$ cat src/rtl/lease_settings.svh
/* lease policy settings
   table size and field widths shared by the lease policy blocks */
`ifndef LEASE_SETTINGS_SVH
`define LEASE_SETTINGS_SVH

// lease lookup table
// ----------------------------------------------------------------------
`define LEASE_LLT_ENTRIES 8   // entries in the table, power of two

// field widths
// ----------------------------------------------------------------------
`define LEASE_VALUE_BW 8   // one lease value

// word address of the referencing ld/st
`define LEASE_REF_ADDR_BW 16

// lease0 probability, 256 and up means lease0 always
`define LEASE_PROB_BW 9

`endif

$ cat src/rtl/lease_pkg.sv
/* lease policy package
   lease type, controller states and table field codes */
`include "lease_settings.svh"

package lease_pkg;

	// one lease counter value
	typedef logic [`LEASE_VALUE_BW-1:0] lease_t;

	// controller sequence
	typedef enum logic {
		ST_NORMAL,            // waiting for hit or miss
		ST_GEN_REPLACEMENT    // building the victim address
	} policy_state_e;

	// field select, top two bits of the table write address
	typedef enum logic [1:0] {
		FIELD_REF_ADDR = 2'd0,   // also marks the entry valid
		FIELD_LEASE0   = 2'd1,
		FIELD_LEASE1   = 2'd2,
		FIELD_PROB     = 2'd3    // probability of lease0
	} llt_field_e;

endpackage

$ cat src/rtl/lease_lookup_if.sv
/* lease lookup interface
   one combinational table search and its result */
`include "lease_settings.svh"

interface lease_lookup_if;

	logic [`LEASE_REF_ADDR_BW-1:0] search_addr;   // ref instruction word addr
	logic                          hit;           // search matched a valid entry
	lease_pkg::lease_t             lease0;
	lease_pkg::lease_t             lease1;
	logic [`LEASE_PROB_BW-1:0]     prob;          // chance of lease0

	// table side answers in the same cycle
	modport tbl (input search_addr, output hit, lease0, lease1, prob);

	// controller side samples with its strobe
	modport policy (output search_addr, input hit, lease0, lease1, prob);

endinterface

$ cat src/rtl/expired_victim_finder.sv
/* expired victim finder
   first expired line at or after a rotating start, plus expiry counts */
module expired_victim_finder #(
	parameter int N_LINES = 8
) (
	input  lease_pkg::lease_t          leases_i [N_LINES],
	input  logic [$clog2(N_LINES)-1:0] rotate_i,         // search start line
	output logic [$clog2(N_LINES)-1:0] victim_o,         // valid with any_expired_o
	output logic                       any_expired_o,
	output logic                       multi_expired_o   // two or more expired
);

	localparam int BW_IDX = $clog2(N_LINES);

	logic [N_LINES-1:0]   expired;     // one flag per line
	logic [2*N_LINES-1:0] doubled;
	logic [N_LINES-1:0]   rotated;
	logic [BW_IDX-1:0]    first_idx;   // index in rotated order

	// lease of zero means expired
	always_comb begin
		for (int i = 0; i < N_LINES; i++) begin
			expired[i] = (leases_i[i] == '0);
		end
	end

	// rotation
	// ----------------------------------------------------------------------
	// bit k of rotated is line (k + rotate_i) mod N_LINES
	assign doubled = {expired, expired} >> rotate_i;
	assign rotated = doubled[N_LINES-1:0];

	// priority encode, lowest set bit
	always_comb begin
		first_idx = '0;
		for (int i = N_LINES - 1; i >= 0; i--) begin
			if (rotated[i]) begin
				first_idx = BW_IDX'(i);
			end
		end
	end

	// undo the rotation, wraps since N_LINES is a power of two
	assign victim_o = first_idx + rotate_i;

	assign any_expired_o   = |expired;
	assign multi_expired_o = |(expired & (expired - 1'b1));   // clear lowest, anything left

endmodule

$ cat src/rtl/lease_cache_policy_top.sv
/* lease cache policy top
   joins the lease lookup table to the policy controller */
`include "lease_settings.svh"

module lease_cache_policy_top #(
	parameter int CACHE_BLOCK_CAPACITY = 8
) (
	input  logic                                    clock_i,
	input  logic                                    resetn_i,
	// software write bus
	input  logic                                    con_wren_i,
	input  logic                                    llt_wren_i,
	input  logic [$clog2(`LEASE_LLT_ENTRIES)+1:0]   llt_addr_i,
	input  logic [31:0]                             llt_data_i,
	// cache controller side
	input  logic [`LEASE_REF_ADDR_BW-1:0]           llt_search_addr_i,
	input  logic [$clog2(CACHE_BLOCK_CAPACITY)-1:0] cache_addr_i,
	input  logic                                    hit_i,
	input  logic                                    miss_i,
	output logic                                    done_o,
	output logic [$clog2(CACHE_BLOCK_CAPACITY)-1:0] addr_o,
	output logic                                    swap_o,
	output logic                                    expired_o,
	output logic                                    expired_multi_o,
	output logic                                    default_o
);

	lease_lookup_if lookup ();   // search and result

	lease_lookup_table u_table (
		.clock_i    (clock_i),
		.resetn_i   (resetn_i),
		.llt_wren_i (llt_wren_i),
		.llt_addr_i (llt_addr_i),
		.llt_data_i (llt_data_i),
		.lookup     (lookup)
	);

	lease_policy_controller #(
		.CACHE_BLOCK_CAPACITY (CACHE_BLOCK_CAPACITY)
	) u_controller (
		.clock_i         (clock_i),
		.resetn_i        (resetn_i),
		.con_wren_i      (con_wren_i),
		.cfg_addr_i      (llt_addr_i),   // config shares the table bus
		.cfg_data_i      (llt_data_i),
		.hit_i           (hit_i),
		.miss_i          (miss_i),
		.cache_addr_i    (cache_addr_i),
		.search_addr_i   (llt_search_addr_i),
		.lookup          (lookup),
		.done_o          (done_o),
		.addr_o          (addr_o),
		.swap_o          (swap_o),
		.expired_o       (expired_o),
		.expired_multi_o (expired_multi_o),
		.default_o       (default_o)
	);

endmodule

$ cat src/rtl/lease_lfsr.sv
/* 9-bit galois lfsr, polynomial x^9 + x^5 + 1
   maximal length, steps once per cycle with enable_i */
module lease_lfsr (
	input  logic       clock_i,
	input  logic       resetn_i,
	input  logic [8:0] seed_i,     // loaded in reset, must be non-zero
	input  logic       enable_i,   // step one position
	output logic [8:0] value_o
);

	localparam logic [8:0] TAP_MASK = 9'h110;   // taps 9 and 5

	logic [8:0] state_q;
	logic [8:0] state_next;

	// shift right, fold the output bit back into the taps
	assign state_next = {1'b0, state_q[8:1]} ^ (state_q[0] ? TAP_MASK : 9'h000);

	always_ff @(posedge clock_i) begin
		if (!resetn_i) begin
			state_q <= seed_i;
		end else if (enable_i) begin
			state_q <= state_next;
		end
	end

	assign value_o = state_q;

endmodule

$ cat src/rtl/lease_lookup_table.sv
/* lease lookup table
   maps reference word addresses to a lease pair and a lease0 probability */
`include "lease_settings.svh"

module lease_lookup_table (
	input  logic                                  clock_i,
	input  logic                                  resetn_i,
	input  logic                                  llt_wren_i,  // software write strobe
	input  logic [$clog2(`LEASE_LLT_ENTRIES)+1:0] llt_addr_i,  // field on top two bits
	input  logic [31:0]                           llt_data_i,
	lease_lookup_if.tbl                           lookup
);

	localparam int ENTRY_BW = $clog2(`LEASE_LLT_ENTRIES);

	logic [`LEASE_LLT_ENTRIES-1:0] valid_q;                          // one per entry
	logic [`LEASE_REF_ADDR_BW-1:0] ref_addr_q [`LEASE_LLT_ENTRIES];
	lease_pkg::lease_t             lease0_q   [`LEASE_LLT_ENTRIES];
	lease_pkg::lease_t             lease1_q   [`LEASE_LLT_ENTRIES];
	logic [`LEASE_PROB_BW-1:0]     prob_q     [`LEASE_LLT_ENTRIES];

	lease_pkg::llt_field_e         wr_field;
	logic [ENTRY_BW-1:0]           wr_entry;

	logic                          hit_c;
	lease_pkg::lease_t             lease0_c;
	lease_pkg::lease_t             lease1_c;
	logic [`LEASE_PROB_BW-1:0]     prob_c;

	assign wr_field = lease_pkg::llt_field_e'(llt_addr_i[ENTRY_BW+1 -: 2]);
	assign wr_entry = llt_addr_i[ENTRY_BW-1:0];

	// write port
	// ----------------------------------------------------------------------
	always_ff @(posedge clock_i) begin
		if (!resetn_i) begin
			valid_q <= '0;
		end else if (llt_wren_i && (wr_field == lease_pkg::FIELD_REF_ADDR)) begin
			valid_q[wr_entry] <= 1'b1;   // entry live once its address is known
		end
	end

	always_ff @(posedge clock_i) begin
		if (llt_wren_i) begin
			case (wr_field)
				lease_pkg::FIELD_REF_ADDR: ref_addr_q[wr_entry] <= llt_data_i[`LEASE_REF_ADDR_BW-1:0];
				lease_pkg::FIELD_LEASE0:   lease0_q[wr_entry]   <= llt_data_i[`LEASE_VALUE_BW-1:0];
				lease_pkg::FIELD_LEASE1:   lease1_q[wr_entry]   <= llt_data_i[`LEASE_VALUE_BW-1:0];
				lease_pkg::FIELD_PROB:     prob_q[wr_entry]     <= llt_data_i[`LEASE_PROB_BW-1:0];
				default:                   ;
			endcase
		end
	end

	// parallel search
	// ----------------------------------------------------------------------
	always_comb begin
		hit_c    = 1'b0;
		lease0_c = '0;   // fields read zero on a miss
		lease1_c = '0;
		prob_c   = '0;
		for (int i = 0; i < `LEASE_LLT_ENTRIES; i++) begin
			// first match wins
			if (!hit_c && valid_q[i] && (ref_addr_q[i] == lookup.search_addr)) begin
				hit_c    = 1'b1;
				lease0_c = lease0_q[i];
				lease1_c = lease1_q[i];
				prob_c   = prob_q[i];
			end
		end
	end

	assign lookup.hit    = hit_c;
	assign lookup.lease0 = lease0_c;
	assign lookup.lease1 = lease1_c;
	assign lookup.prob   = prob_c;

endmodule

$ cat src/rtl/lease_policy_controller.sv
/* lease policy controller
   renews and counts down line leases, then bypasses or picks a victim on a miss */
`include "lease_settings.svh"

module lease_policy_controller #(
	parameter int CACHE_BLOCK_CAPACITY = 8
) (
	input  logic                                    clock_i,
	input  logic                                    resetn_i,
	// config write, shares the table address bus
	input  logic                                    con_wren_i,
	input  logic [$clog2(`LEASE_LLT_ENTRIES)+1:0]   cfg_addr_i,
	input  logic [31:0]                             cfg_data_i,
	// cache controller strobes
	input  logic                                    hit_i,
	input  logic                                    miss_i,
	input  logic [$clog2(CACHE_BLOCK_CAPACITY)-1:0] cache_addr_i,   // line being referenced
	input  logic [`LEASE_REF_ADDR_BW-1:0]           search_addr_i,  // ref instr word addr
	lease_lookup_if.policy                          lookup,
	// replacement result
	output logic                                    done_o,           // one cycle pulse
	output logic [$clog2(CACHE_BLOCK_CAPACITY)-1:0] addr_o,           // victim line
	output logic                                    swap_o,           // allocate, not bypass
	output logic                                    expired_o,        // victim had expired
	output logic                                    expired_multi_o,
	output logic                                    default_o         // default lease used
);

	localparam int BW_CAP = $clog2(CACHE_BLOCK_CAPACITY);

	lease_pkg::policy_state_e state_q;
	lease_pkg::lease_t        lease_q   [CACHE_BLOCK_CAPACITY];   // one per line
	lease_pkg::lease_t        lease_dec [CACHE_BLOCK_CAPACITY];   // all counted down
	lease_pkg::lease_t        default_lease_q;
	lease_pkg::lease_t        saved_lease_q;    // lease for the follow-up hit
	logic                     miss_followup_q;
	logic                     miss_default_q;   // pending miss took the default
	logic [BW_CAP-1:0]        cold_cnt_q;
	logic                     full_q;           // every line filled once
	logic [BW_CAP-1:0]        rotate_q;

	logic                     strobe_ok;
	lease_pkg::lease_t        prob_lease;
	lease_pkg::lease_t        sel_lease;
	logic [BW_CAP-1:0]        exp_victim;
	logic                     exp_any;
	logic                     exp_multi;
	logic                     rand_step;
	logic [8:0]               rand_val;

	assign lookup.search_addr = search_addr_i;

	assign strobe_ok = (state_q == lease_pkg::ST_NORMAL) && (hit_i || miss_i);
	assign sel_lease = lookup.hit ? prob_lease : default_lease_q;   // no match, default
	assign rand_step = (state_q == lease_pkg::ST_GEN_REPLACEMENT) && full_q && !exp_any;

	// saturating countdown of every line
	always_comb begin
		for (int i = 0; i < CACHE_BLOCK_CAPACITY; i++) begin
			lease_dec[i] = (lease_q[i] == '0) ? '0 : lease_q[i] - 1'b1;
		end
	end

	// submodules
	// ----------------------------------------------------------------------
	lease_prob_select u_prob_select (
		.clock_i   (clock_i),
		.resetn_i  (resetn_i),
		.advance_i (strobe_ok),
		.lease0_i  (lookup.lease0),
		.lease1_i  (lookup.lease1),
		.prob_i    (lookup.prob),
		.lease_o   (prob_lease)
	);

	expired_victim_finder #(
		.N_LINES (CACHE_BLOCK_CAPACITY)
	) u_victim_finder (
		.leases_i        (lease_q),
		.rotate_i        (rotate_q),
		.victim_o        (exp_victim),
		.any_expired_o   (exp_any),
		.multi_expired_o (exp_multi)
	);

	lease_lfsr u_rand_lfsr (
		.clock_i  (clock_i),
		.resetn_i (resetn_i),
		.seed_i   (9'h155),
		.enable_i (rand_step),    // only when a random victim is taken
		.value_o  (rand_val)
	);

	// default lease, config address zero
	always_ff @(posedge clock_i) begin
		if (!resetn_i) begin
			default_lease_q <= '0;
		end else if (con_wren_i && (cfg_addr_i == '0)) begin
			default_lease_q <= cfg_data_i[`LEASE_VALUE_BW-1:0];
		end
	end

	always_ff @(posedge clock_i) begin
		if (strobe_ok && miss_i) begin
			saved_lease_q <= sel_lease;
		end
	end

	// sequencer
	// ----------------------------------------------------------------------
	always_ff @(posedge clock_i) begin
		if (!resetn_i) begin
			state_q         <= lease_pkg::ST_NORMAL;
			for (int i = 0; i < CACHE_BLOCK_CAPACITY; i++) begin
				lease_q[i] <= '0;
			end
			miss_followup_q <= 1'b0;
			miss_default_q  <= 1'b0;
			cold_cnt_q      <= '0;
			full_q          <= 1'b0;
			rotate_q        <= '0;
			done_o          <= 1'b0;
			addr_o          <= '0;
			swap_o          <= 1'b0;
			expired_o       <= 1'b0;
			expired_multi_o <= 1'b0;
			default_o       <= 1'b0;
		end else begin
			done_o          <= 1'b0;   // status outputs are pulses
			swap_o          <= 1'b0;
			expired_o       <= 1'b0;
			expired_multi_o <= 1'b0;
			default_o       <= 1'b0;

			case (state_q)
				lease_pkg::ST_NORMAL: begin
					if (hit_i) begin
						if (miss_followup_q) begin
							// install after a miss, countdown already done
							miss_followup_q       <= 1'b0;
							lease_q[cache_addr_i] <= saved_lease_q;
						end else begin
							lease_q               <= lease_dec;
							lease_q[cache_addr_i] <= sel_lease;   // renew referenced line
							default_o             <= !lookup.hit;
						end
					end else if (miss_i) begin
						lease_q <= lease_dec;
						if (sel_lease != '0) begin
							state_q         <= lease_pkg::ST_GEN_REPLACEMENT;
							miss_followup_q <= 1'b1;
							miss_default_q  <= !lookup.hit;
						end else begin
							done_o    <= 1'b1;   // bypass, swap_o stays low
							default_o <= !lookup.hit;
						end
					end
				end

				lease_pkg::ST_GEN_REPLACEMENT: begin
					state_q   <= lease_pkg::ST_NORMAL;
					done_o    <= 1'b1;
					swap_o    <= 1'b1;
					default_o <= miss_default_q;
					if (!full_q) begin
						addr_o     <= cold_cnt_q;   // cold start fill in order
						cold_cnt_q <= cold_cnt_q + 1'b1;
						if (cold_cnt_q == {BW_CAP{1'b1}}) begin
							full_q <= 1'b1;
						end
					end else if (exp_any) begin
						addr_o          <= exp_victim;
						rotate_q        <= exp_victim + 1'b1;   // next search starts past it
						expired_o       <= 1'b1;
						expired_multi_o <= exp_multi;
					end else begin
						addr_o <= rand_val[BW_CAP-1:0];   // nothing expired, random line
					end
				end

				default: state_q <= lease_pkg::ST_NORMAL;
			endcase
		end
	end

endmodule

$ cat src/rtl/lease_prob_select.sv
/* lease probability select
   picks lease0 or lease1 from a pseudo-random draw against the entry probability */
`include "lease_settings.svh"

module lease_prob_select (
	input  logic                      clock_i,
	input  logic                      resetn_i,
	input  logic                      advance_i,   // strobe accepted, next draw
	input  lease_pkg::lease_t         lease0_i,    // preferred lease
	input  lease_pkg::lease_t         lease1_i,
	input  logic [`LEASE_PROB_BW-1:0] prob_i,      // chance of lease0 out of 256
	output lease_pkg::lease_t         lease_o
);

	logic [8:0]                draw;
	logic [`LEASE_PROB_BW-1:0] draw_ext;

	lease_lfsr u_draw_lfsr (
		.clock_i  (clock_i),
		.resetn_i (resetn_i),
		.seed_i   (9'h0b3),     // differs from the victim lfsr
		.enable_i (advance_i),
		.value_o  (draw)
	);

	// low byte only, so 256 always selects lease0 and 0 never does
	assign draw_ext = `LEASE_PROB_BW'(draw[7:0]);

	assign lease_o = (draw_ext < prob_i) ? lease0_i : lease1_i;

endmodule

$ cat config.mk
export PLATFORM = sky130hd
export DESIGN_NAME = lease_cache_policy_top
export DESIGN_NICKNAME = d
export VERILOG_FILES = /design/src/rtl/lease_pkg.sv /design/src/rtl/lease_lookup_if.sv /design/src/rtl/expired_victim_finder.sv /design/src/rtl/lease_cache_policy_top.sv /design/src/rtl/lease_lfsr.sv /design/src/rtl/lease_lookup_table.sv /design/src/rtl/lease_policy_controller.sv /design/src/rtl/lease_prob_select.sv
export VERILOG_INCLUDE_DIRS = /design/src /design/src/rtl
export SDC_FILE = /design/constraint.sdc
export NUM_CORES = 1
export LEC_CHECK = 0
export ABC_AREA = 1
export BUFFER_PORTS_ARGS = -buffer_cell sky130_fd_sc_hd__buf_2
export CORE_UTILIZATION = 50
export CTS_BUF_LIST = sky130_fd_sc_hd__clkbuf_8 sky130_fd_sc_hd__clkbuf_16
export DETAILED_ROUTE_END_ITERATION = 10
export PLACE_DENSITY = 0.68
export SKIP_LAST_GASP = 1
export SLEW_MARGIN = 15
export SYNTH_ARGS = -nofsm -noshare
export SYNTH_HDL_FRONTEND = slang
export SYNTH_SLANG_ARGS = --single-unit
$ cat constraint.sdc
create_clock -name clock_i -period 5.9 [get_ports clock_i]
set_input_delay 0.59 -clock clock_i [delete_from_list [all_inputs] [get_ports clock_i]]
set_output_delay 0.59 -clock clock_i [all_outputs]
set_load 0.05 [all_outputs]
* Yosys cells after proc, flatten, opt, wreduce, memory -nomap -nowiden
Memory sizes are Yosys's and may differ from the RTL's.
Index checks and enable logic that the tools add are counted.
Widths: inputs -> output; s select.
** Word-level totals
- Output and inout port bits :: 8
- Memory bits (writable) :: 328
- Flip-flop bits (word level) :: 124
- Memories kept :: 4
- Input bits :: 62
- Word-level logic and storage cells :: 217
** Memories
- u_table.ref_addr_q :: words 8, bits a word 16, read ports 8, clocked after memory_dff 0, wr ports 1, line lease_lookup_table.sv:17 : logic [`LEASE_REF_ADDR_BW-1:0] ref_addr_q [`LEASE_LLT_ENTRIES];
- u_table.prob_q :: words 8, bits a word 9, read ports 8, clocked after memory_dff 0, wr ports 1, line lease_lookup_table.sv:20 : logic [`LEASE_PROB_BW-1:0] prob_q [`LEASE_LLT_ENTRIES];
- u_table.lease0_q :: words 8, bits a word 8, read ports 8, clocked after memory_dff 0, wr ports 1, line lease_lookup_table.sv:18 : lease_pkg::lease_t lease0_q [`LEASE_LLT_ENTRIES];
- u_table.lease1_q :: words 8, bits a word 8, read ports 8, clocked after memory_dff 0, wr ports 1, line lease_lookup_table.sv:19 : lease_pkg::lease_t lease1_q [`LEASE_LLT_ENTRIES];
** Cells by class
- Reductions and logical operators :: 55
- Shift-type cells :: 1
- Eq/ne operators :: 12
- Magnitude comparators :: 5
- Bitwise logic cells :: 8
- Mux-type cells :: 95
- $add $sub $neg :: 12
** Operators by type and width (number)
- $mux 8 :: 27
- $mux 64 :: 3
- $bwmux 64 :: 2
- $eq 16x16->1 :: 8
- $mux 9 :: 10
- $sub 8x1->8 const B :: 9
- $logic_not 8->1 :: 8
- $mux 1 :: 38
- $mux 3 :: 10
- $demux 8 s3 :: 1
- $logic_and 1x1->1 :: 23
- $xor 8x9->9 :: 2
- $reduce_or 8->1 :: 2
- $shr 16x3->8 :: 1
- $logic_not 1->1 :: 9
- $lt 8x9->1 :: 1
- $reduce_and 3->1 :: 3
- $and 8x8->8 :: 1
- $or 8x8->8 :: 1
- $reduce_and 4->1 :: 2
- $reduce_bool 8->1 :: 1
- $add 3x1->3 const B :: 2
- $pmux 1 s2 :: 3
- $logic_not 5->1 :: 1
- 15 further kinds :: 20

* Logic depth before layout (Yosys ltp)
An unclocked memory read counts as a cell.
- Word-level depth :: 40
- Depth in mapped cells :: 37

* Hierarchy
A second synthesis with hierarchy kept.
** Second synthesis, totals
- Cells, all modules :: 2624
- Area total of the unflattened synthesis :: 22809.4 um^2
** Modules (own cells, without submodules)
- lease_lookup_table :: cells each 1364, seq. area each 10009.6 um^2, times used 1, area each 14725.4 um^2
- lease_policy_controller :: cells each 944, seq. area each 2042.0 um^2, times used 1, area each 6080.8 um^2
- lease_lfsr :: cells each 43, seq. area each 270.3 um^2, times used 2, area each 421.7 um^2
- expired_victim_finder :: cells each 164, seq. area each 0.0 um^2, times used 1, area each 782.0 um^2
- lease_prob_select :: cells each 66, seq. area each 0.0 um^2, times used 1, area each 377.9 um^2

* Least setup slack after synthesis
Ideal clock, no wire load.
- Path kind :: input to register
- Start :: input llt_search_addr_i[14]
- End :: register u_controller.miss_default_q
- Data required time :: 5785 ps
- Path buffers :: 3
- Stages on the path :: 30
- Slack :: 1562 ps
- Arrival :: 4223 ps
- Library setup time :: 115 ps
- Cell sequence :: buf_4 inv_2 o21ai_0 nor4b_1 nand3_1 nor2_4 nor2_2 nand2_4 nor2_8 nand3_2 buf_2 buf_1 o211ai_1 nand2_1 o21ai_0 ha_1 a21oi_1 nor2_1 a211oi_1 nand2_1 nand2_1 nand2_2 nand2_4 nand2_2 a21boi_4 nand2_1 nor2_2 nand2_2 a21oi_1 nor2_1
** On the way
- Cells in the longest elaborated chain, start to end :: 36
- Elaborated cells between the ends (all ways) :: 68
- Those cells by class :: 1 x order compare; 8 x eq/ne; 34 x mux; 25 x reduce/logical
** RTL lines
- start, declared :: line lease_cache_policy_top.sv:16 : input logic [`LEASE_REF_ADDR_BW-1:0] llt_search_addr_i,
- $eq 16x16->1 :: line lease_lookup_table.sv:64 : if (!hit_c && valid_q[i] && (ref_addr_q[i] == lookup.search_addr)) begin
- $logic_and 1x1->1 :: line lease_lookup_table.sv:64
- $mux 1 :: line lease_lookup_table.sv:64
- $logic_not 1->1 :: line lease_lookup_table.sv:64
- $logic_and 1x1->1 (2 in a row) :: line lease_lookup_table.sv:64
- $mux 1 :: line lease_lookup_table.sv:64
- $logic_not 1->1 :: line lease_lookup_table.sv:64
- $logic_and 1x1->1 (2 in a row) :: line lease_lookup_table.sv:64
- (+17 left out)
- $logic_not 1->1 :: line lease_lookup_table.sv:64
- $logic_and 1x1->1 (2 in a row) :: line lease_lookup_table.sv:64
- $mux 9 :: line lease_lookup_table.sv:64
- $lt 8x9->1 :: line lease_prob_select.sv:29 : assign lease_o = (draw_ext < prob_i) ? lease0_i : lease1_i;
- $mux 8 :: line lease_prob_select.sv:29
- $mux 8 :: line lease_policy_controller.sv:54 : assign sel_lease = lookup.hit ? prob_lease : default_lease_q;
- $reduce_bool 8->1 :: line lease_policy_controller.sv:149 : if (sel_lease != '0) begin
- $reduce_and 4->1 (no source line)
- end signal, assigned :: line lease_policy_controller.sv:152 : miss_default_q <= !lookup.hit;
- end, declared :: line lease_policy_controller.sv:37 : logic miss_default_q;
Parallel ways exist; a longest one is shown, timed or not.
A chain may end at the register's enable or synchronous reset.

* Worst setup path after layout
- Start :: input llt_search_addr_i[1]
- End :: register u_controller.default_o
** On the way
- Cells in the longest elaborated chain, start to end :: 39
- Elaborated cells between the ends (all ways) :: 72
- Those cells by class :: 1 x order compare; 8 x eq/ne; 39 x mux; 24 x reduce/logical
** RTL lines
- $eq 16x16->1 :: line lease_lookup_table.sv:64
- $logic_and 1x1->1 :: line lease_lookup_table.sv:64
- $mux 1 :: line lease_lookup_table.sv:64
- $logic_not 1->1 :: line lease_lookup_table.sv:64
- $logic_and 1x1->1 (2 in a row) :: line lease_lookup_table.sv:64
- $mux 1 :: line lease_lookup_table.sv:64
- $logic_not 1->1 :: line lease_lookup_table.sv:64
- $logic_and 1x1->1 (2 in a row) :: line lease_lookup_table.sv:64
- (+22 left out)
- $mux 8 :: line lease_prob_select.sv:29
- $mux 8 * :: line lease_policy_controller.sv:54
- net u_controller.sel_lease[3] :: line lease_policy_controller.sv:44 : lease_pkg::lease_t sel_lease;
- $reduce_bool 8->1 * :: line lease_policy_controller.sv:149
- $mux 1 * :: line lease_policy_controller.sv:149
- $mux 1 * :: line lease_policy_controller.sv:147 : end else if (miss_i) begin
- $mux 1 * :: line lease_policy_controller.sv:137 : if (hit_i) begin
- $pmux 1 s2 * :: line lease_policy_controller.sv:135 : case (state_q)
- end signal, assigned :: line lease_policy_controller.sv:145 : default_o <= !lookup.hit;
- end signal, assigned :: line lease_policy_controller.sv:155 : default_o <= !lookup.hit;
- end signal, assigned :: line lease_policy_controller.sv:164 : default_o <= miss_default_q;
- end, declared :: line lease_policy_controller.sv:26 : output logic default_o
Mark *: on every way through the listed nets, which the timed path passes. The rest lies on a longest branch.

==> out/metrics.yaml <==
status:
  status: "completed"
global_routing:
  overflow: 0
  antenna_found_initial: 1
  grt_util_all_layers_pct: 27.7
  grt_util_met2_pct: 44.1
  met3_usage_pct: 3.66
  grt.busiest_layer: "met2"
  grt_pass1_vias: 17900
  use_met1_pct: 38.4
  grt_pass1_wl_um: 100000
  grt_max_degree: 85
cells_and_area:
  drive_gt1_share_pct: 8.99
  synthToLayoutAreaGrowth_pct: 10.8
  post-route-util_pct: 56.7
  n_antenna_cell: 0
  final_nets: 2804
sta:
  min_period_ps: 4940
  hold_violations: 0
  fin_crit_sh_pct: 83.7
  fin_ws_ps: 960
  finalSetupTns_ps: 0
  finClkSkew_ps: 47.2
  rsz0062_at_grt: "no"
  setup_viol: 0
  max_slew_margin_pct: 10.6
  tightest_slew_ps: 1340
  slew_viol_final: 0
  fmax_mhz: 202
critical_path:
  crit_type: "primary input to register"
  ff2ff_setup_slack_ps: 1170
  r2r_cells: 29
  critPathMaxFanout: 19
  path_delay_family: "simple AND/OR/NAND/NOR gates"
  start_kind: "primary input"
  r2r-start: "u_table.ref_addr_q[4][12]"
  cp_common_cell: "nand2_1"
  cp.required_ps: 6430
  worstPathBufferInverterCount: 5
  max_stage_delay_ps: 340
  critPathCaptureType: "register"
  crit_slowest_cell: "inv_1"
  rr_endpoint: "u_controller.default_o"
  worstPathArrival_ps: 5470
yosys:
  syn_area_um2: 22900
  synth_area_per_cell_um2: 8.61
  muxShareOfSynthArea_pct: 0.175
  syn-num-nets: 2739
  yosysWarnings: 0
  synth.distinct_cells: 62
  synthCells: 2657
  ys_seq_elements: 452
  synth-compound-area-share_pct: 12.6
  synth_top_family_by_area: "simple AND/OR/NAND/NOR gates"
  synthAdderAreaFrac_pct: 1.13
  synth_ff_type: "edfxtp_1"
  synth-simple-area-share_pct: 23.9
  ys_seq_area_share_pct: 54.3
  synth_edf_count: 336
  synth-xor-area-share_pct: 1.46
  postSynth.asyncResetShare_pct: 0
die:
  die-area_um2: 46600
  rows: 77
  ios: 70
  die_x_um: 216
  coreArea_um2: 44700
  start_util_pct: 51.2
  die_h_um: 216
placed_design:
  port_buffers: 53
  place_hpwl_um: 43300
  place_congestion: 0.938
  dp_slack_ps: 448
detailed_routing:
  routedWlPerCell_um: 19.2
  vias: 19100
  routed_wirelength_um: 64400
  via_per_inst: 5.70
  drcViolationCount: 0
  firstDrtPassIters: 6
  ant_nets: 0
  drtIter0Drc: 2085
power:
  p_leak_nw: 10.4
  powerDensity_nw_per_um2: 315
  peakVddDrop_v: 0.000235
worst_hold_path:
  holdPathStages: 1
  min_from: "llt_data_i[12]"
  worstHoldEndpoint: "u_table.ref_addr_q[0][12]"
  hp-class: "primary input to register"
job:
  maxCapViolCount: 0
clocking:
  cts_buffer_depth: 3
  cts.sinks: 452
  cts_hold_buffers: 0
  htree_levels: 2
  clk_latency_ps: 630
  worst_setup_hold_path_clk_slew_ps: 60
  ctsResizeCount: 0
  cts_tree: "built"
  cts_setup_buffers: 0
  cts_root_buffer: "clkbuf_16"
  cts_buffers: 48
flip-flops by register name, summed over array words and instances, names as in the netlist, 9 cells and up:
name,count
u_table.ref_addr_q,128
u_table.prob_q,72
u_controller.lease_q,64
u_table.lease0_q,64
u_table.lease1_q,64
u_controller.u_prob_select.u_draw_lfsr.value_o,9
u_controller.u_rand_lfsr.value_o,9
synthesized netlist by cell type (31+ instances only):
library cell,n,area (µm²)
a21oi_1,145,726
a31oi_1,31,194
clkbuf_1,49,184
dfxtp_1,116,2320
edfxtp_1,336,10100
inv_1,270,1010
nand2_1,589,2210
nand3_1,98,490
nand4_1,52,325
nor2_1,374,1400
nor3_1,58,290
o211ai_1,51,383
o21ai_0,204,1020
or2_2,37,231
cells in the final DEF, fill, tap and decap left out, types with 12 or more instances in the layout:
master and instances:
a211oi_1 12, a21oi_1 145, a31oi_1 31, buf_2 53, buf_4 40, clkbuf_16 48, clkinv_1 14, dfxtp_1 116
edfxtp_1 336, ha_1 19, inv_1 283, inv_2 16, nand2_1 589, nand3_1 98, nand4_1 52, nor2_1 373
nor3_1 58, o211ai_1 51, o21ai_0 203, or2_2 37, xnor2_1 27
per-layer routing:
| metal | routed length, µm | vias to the layer above |
|---|---|---|
| met5 | 0 | - |
| met3 | 5320 | 143 |
| met1 | 27600 | 8951 |
| met4 | 2050 | 0 |
| li1 | - | 9148 |
| met2 | 29400 | 850 |
logic make-up after synthesis:
family                     Yosys count
and+or+nand+nor                   1270
AOI/OAI and AO/OA                  502
DFF                                452
buffers and inverters              371
xor gates and xnor gates            38
adders and majority gates           20
muxes                                4
report_power, final:
group	switching [mW]	internal [mW]	leakage, nW	total, mW
Combinational	0.951	0.459	5.60	1.41
Clock	1.30	1.62	0.795	2.92
Sequential	0.0976	3.54	3.99	3.64
Total	2.35	5.62	10.4	7.97
how the worst max path moves through the flow:
stage,startpoint,to,slack (ps),depth (start not counted)
finish,llt_search_addr_i[1],u_controller.default_o,960,31
global route,llt_search_addr_i[1],u_controller.miss_default_q,580,32
CTS,llt_search_addr_i[1],u_controller.miss_default_q,1060,30
detailed placement,llt_search_addr_i[1],u_controller.miss_default_q,450,30
global placement,llt_search_addr_i[1],u_controller.miss_default_q,530,32
floorplan,llt_search_addr_i[14],u_controller.miss_default_q,1560,30
stage by stage:
| stage | instance area, µm² | hold slack [ps] | power [mW] | std cells |
|---|---|---|---|---|
| finish | 25300 | 311 | 7.97 | 3351 |
| global route | 25300 | 314 | 8.32 | 3351 |
| CTS | 25300 | 297 | 7.98 | 3351 |
| detailed placement | 23800 | 445 | 5.08 | 3264 |
| global placement | 23800 | 440 | 5.02 | 3264 |
| floorplan | 22900 | 425 | 4.67 | 2657 |
final cells by class:
| cell class | count | area [µm²] |
|---|---|---|
| Fill cell | 3987 | 19400 |
| Tap cell | 592 | 741 |
| Clock buffer | 51 | 1240 |
| Inverter | 293 | 1100 |
| Timing Repair Buffer | 93 | 566 |
| Clock inverter | 36 | 269 |
| Multi-Input combinational cell | 1834 | 9000 |
| Sequential cell | 452 | 12400 |
worst reg2reg max path: cells and delay by family (launching register included):
kind                       cells  cell delay [ps]
and+or+nand+nor               20             2710
AOI/OAI and AO/OA              5              670
DFF                            1              370
buffers and inverters          2              340
adders and majority gates      1              300
xor gates and xnor gates       1              260
No activity file was read; power rests on OpenSTA's default activity.
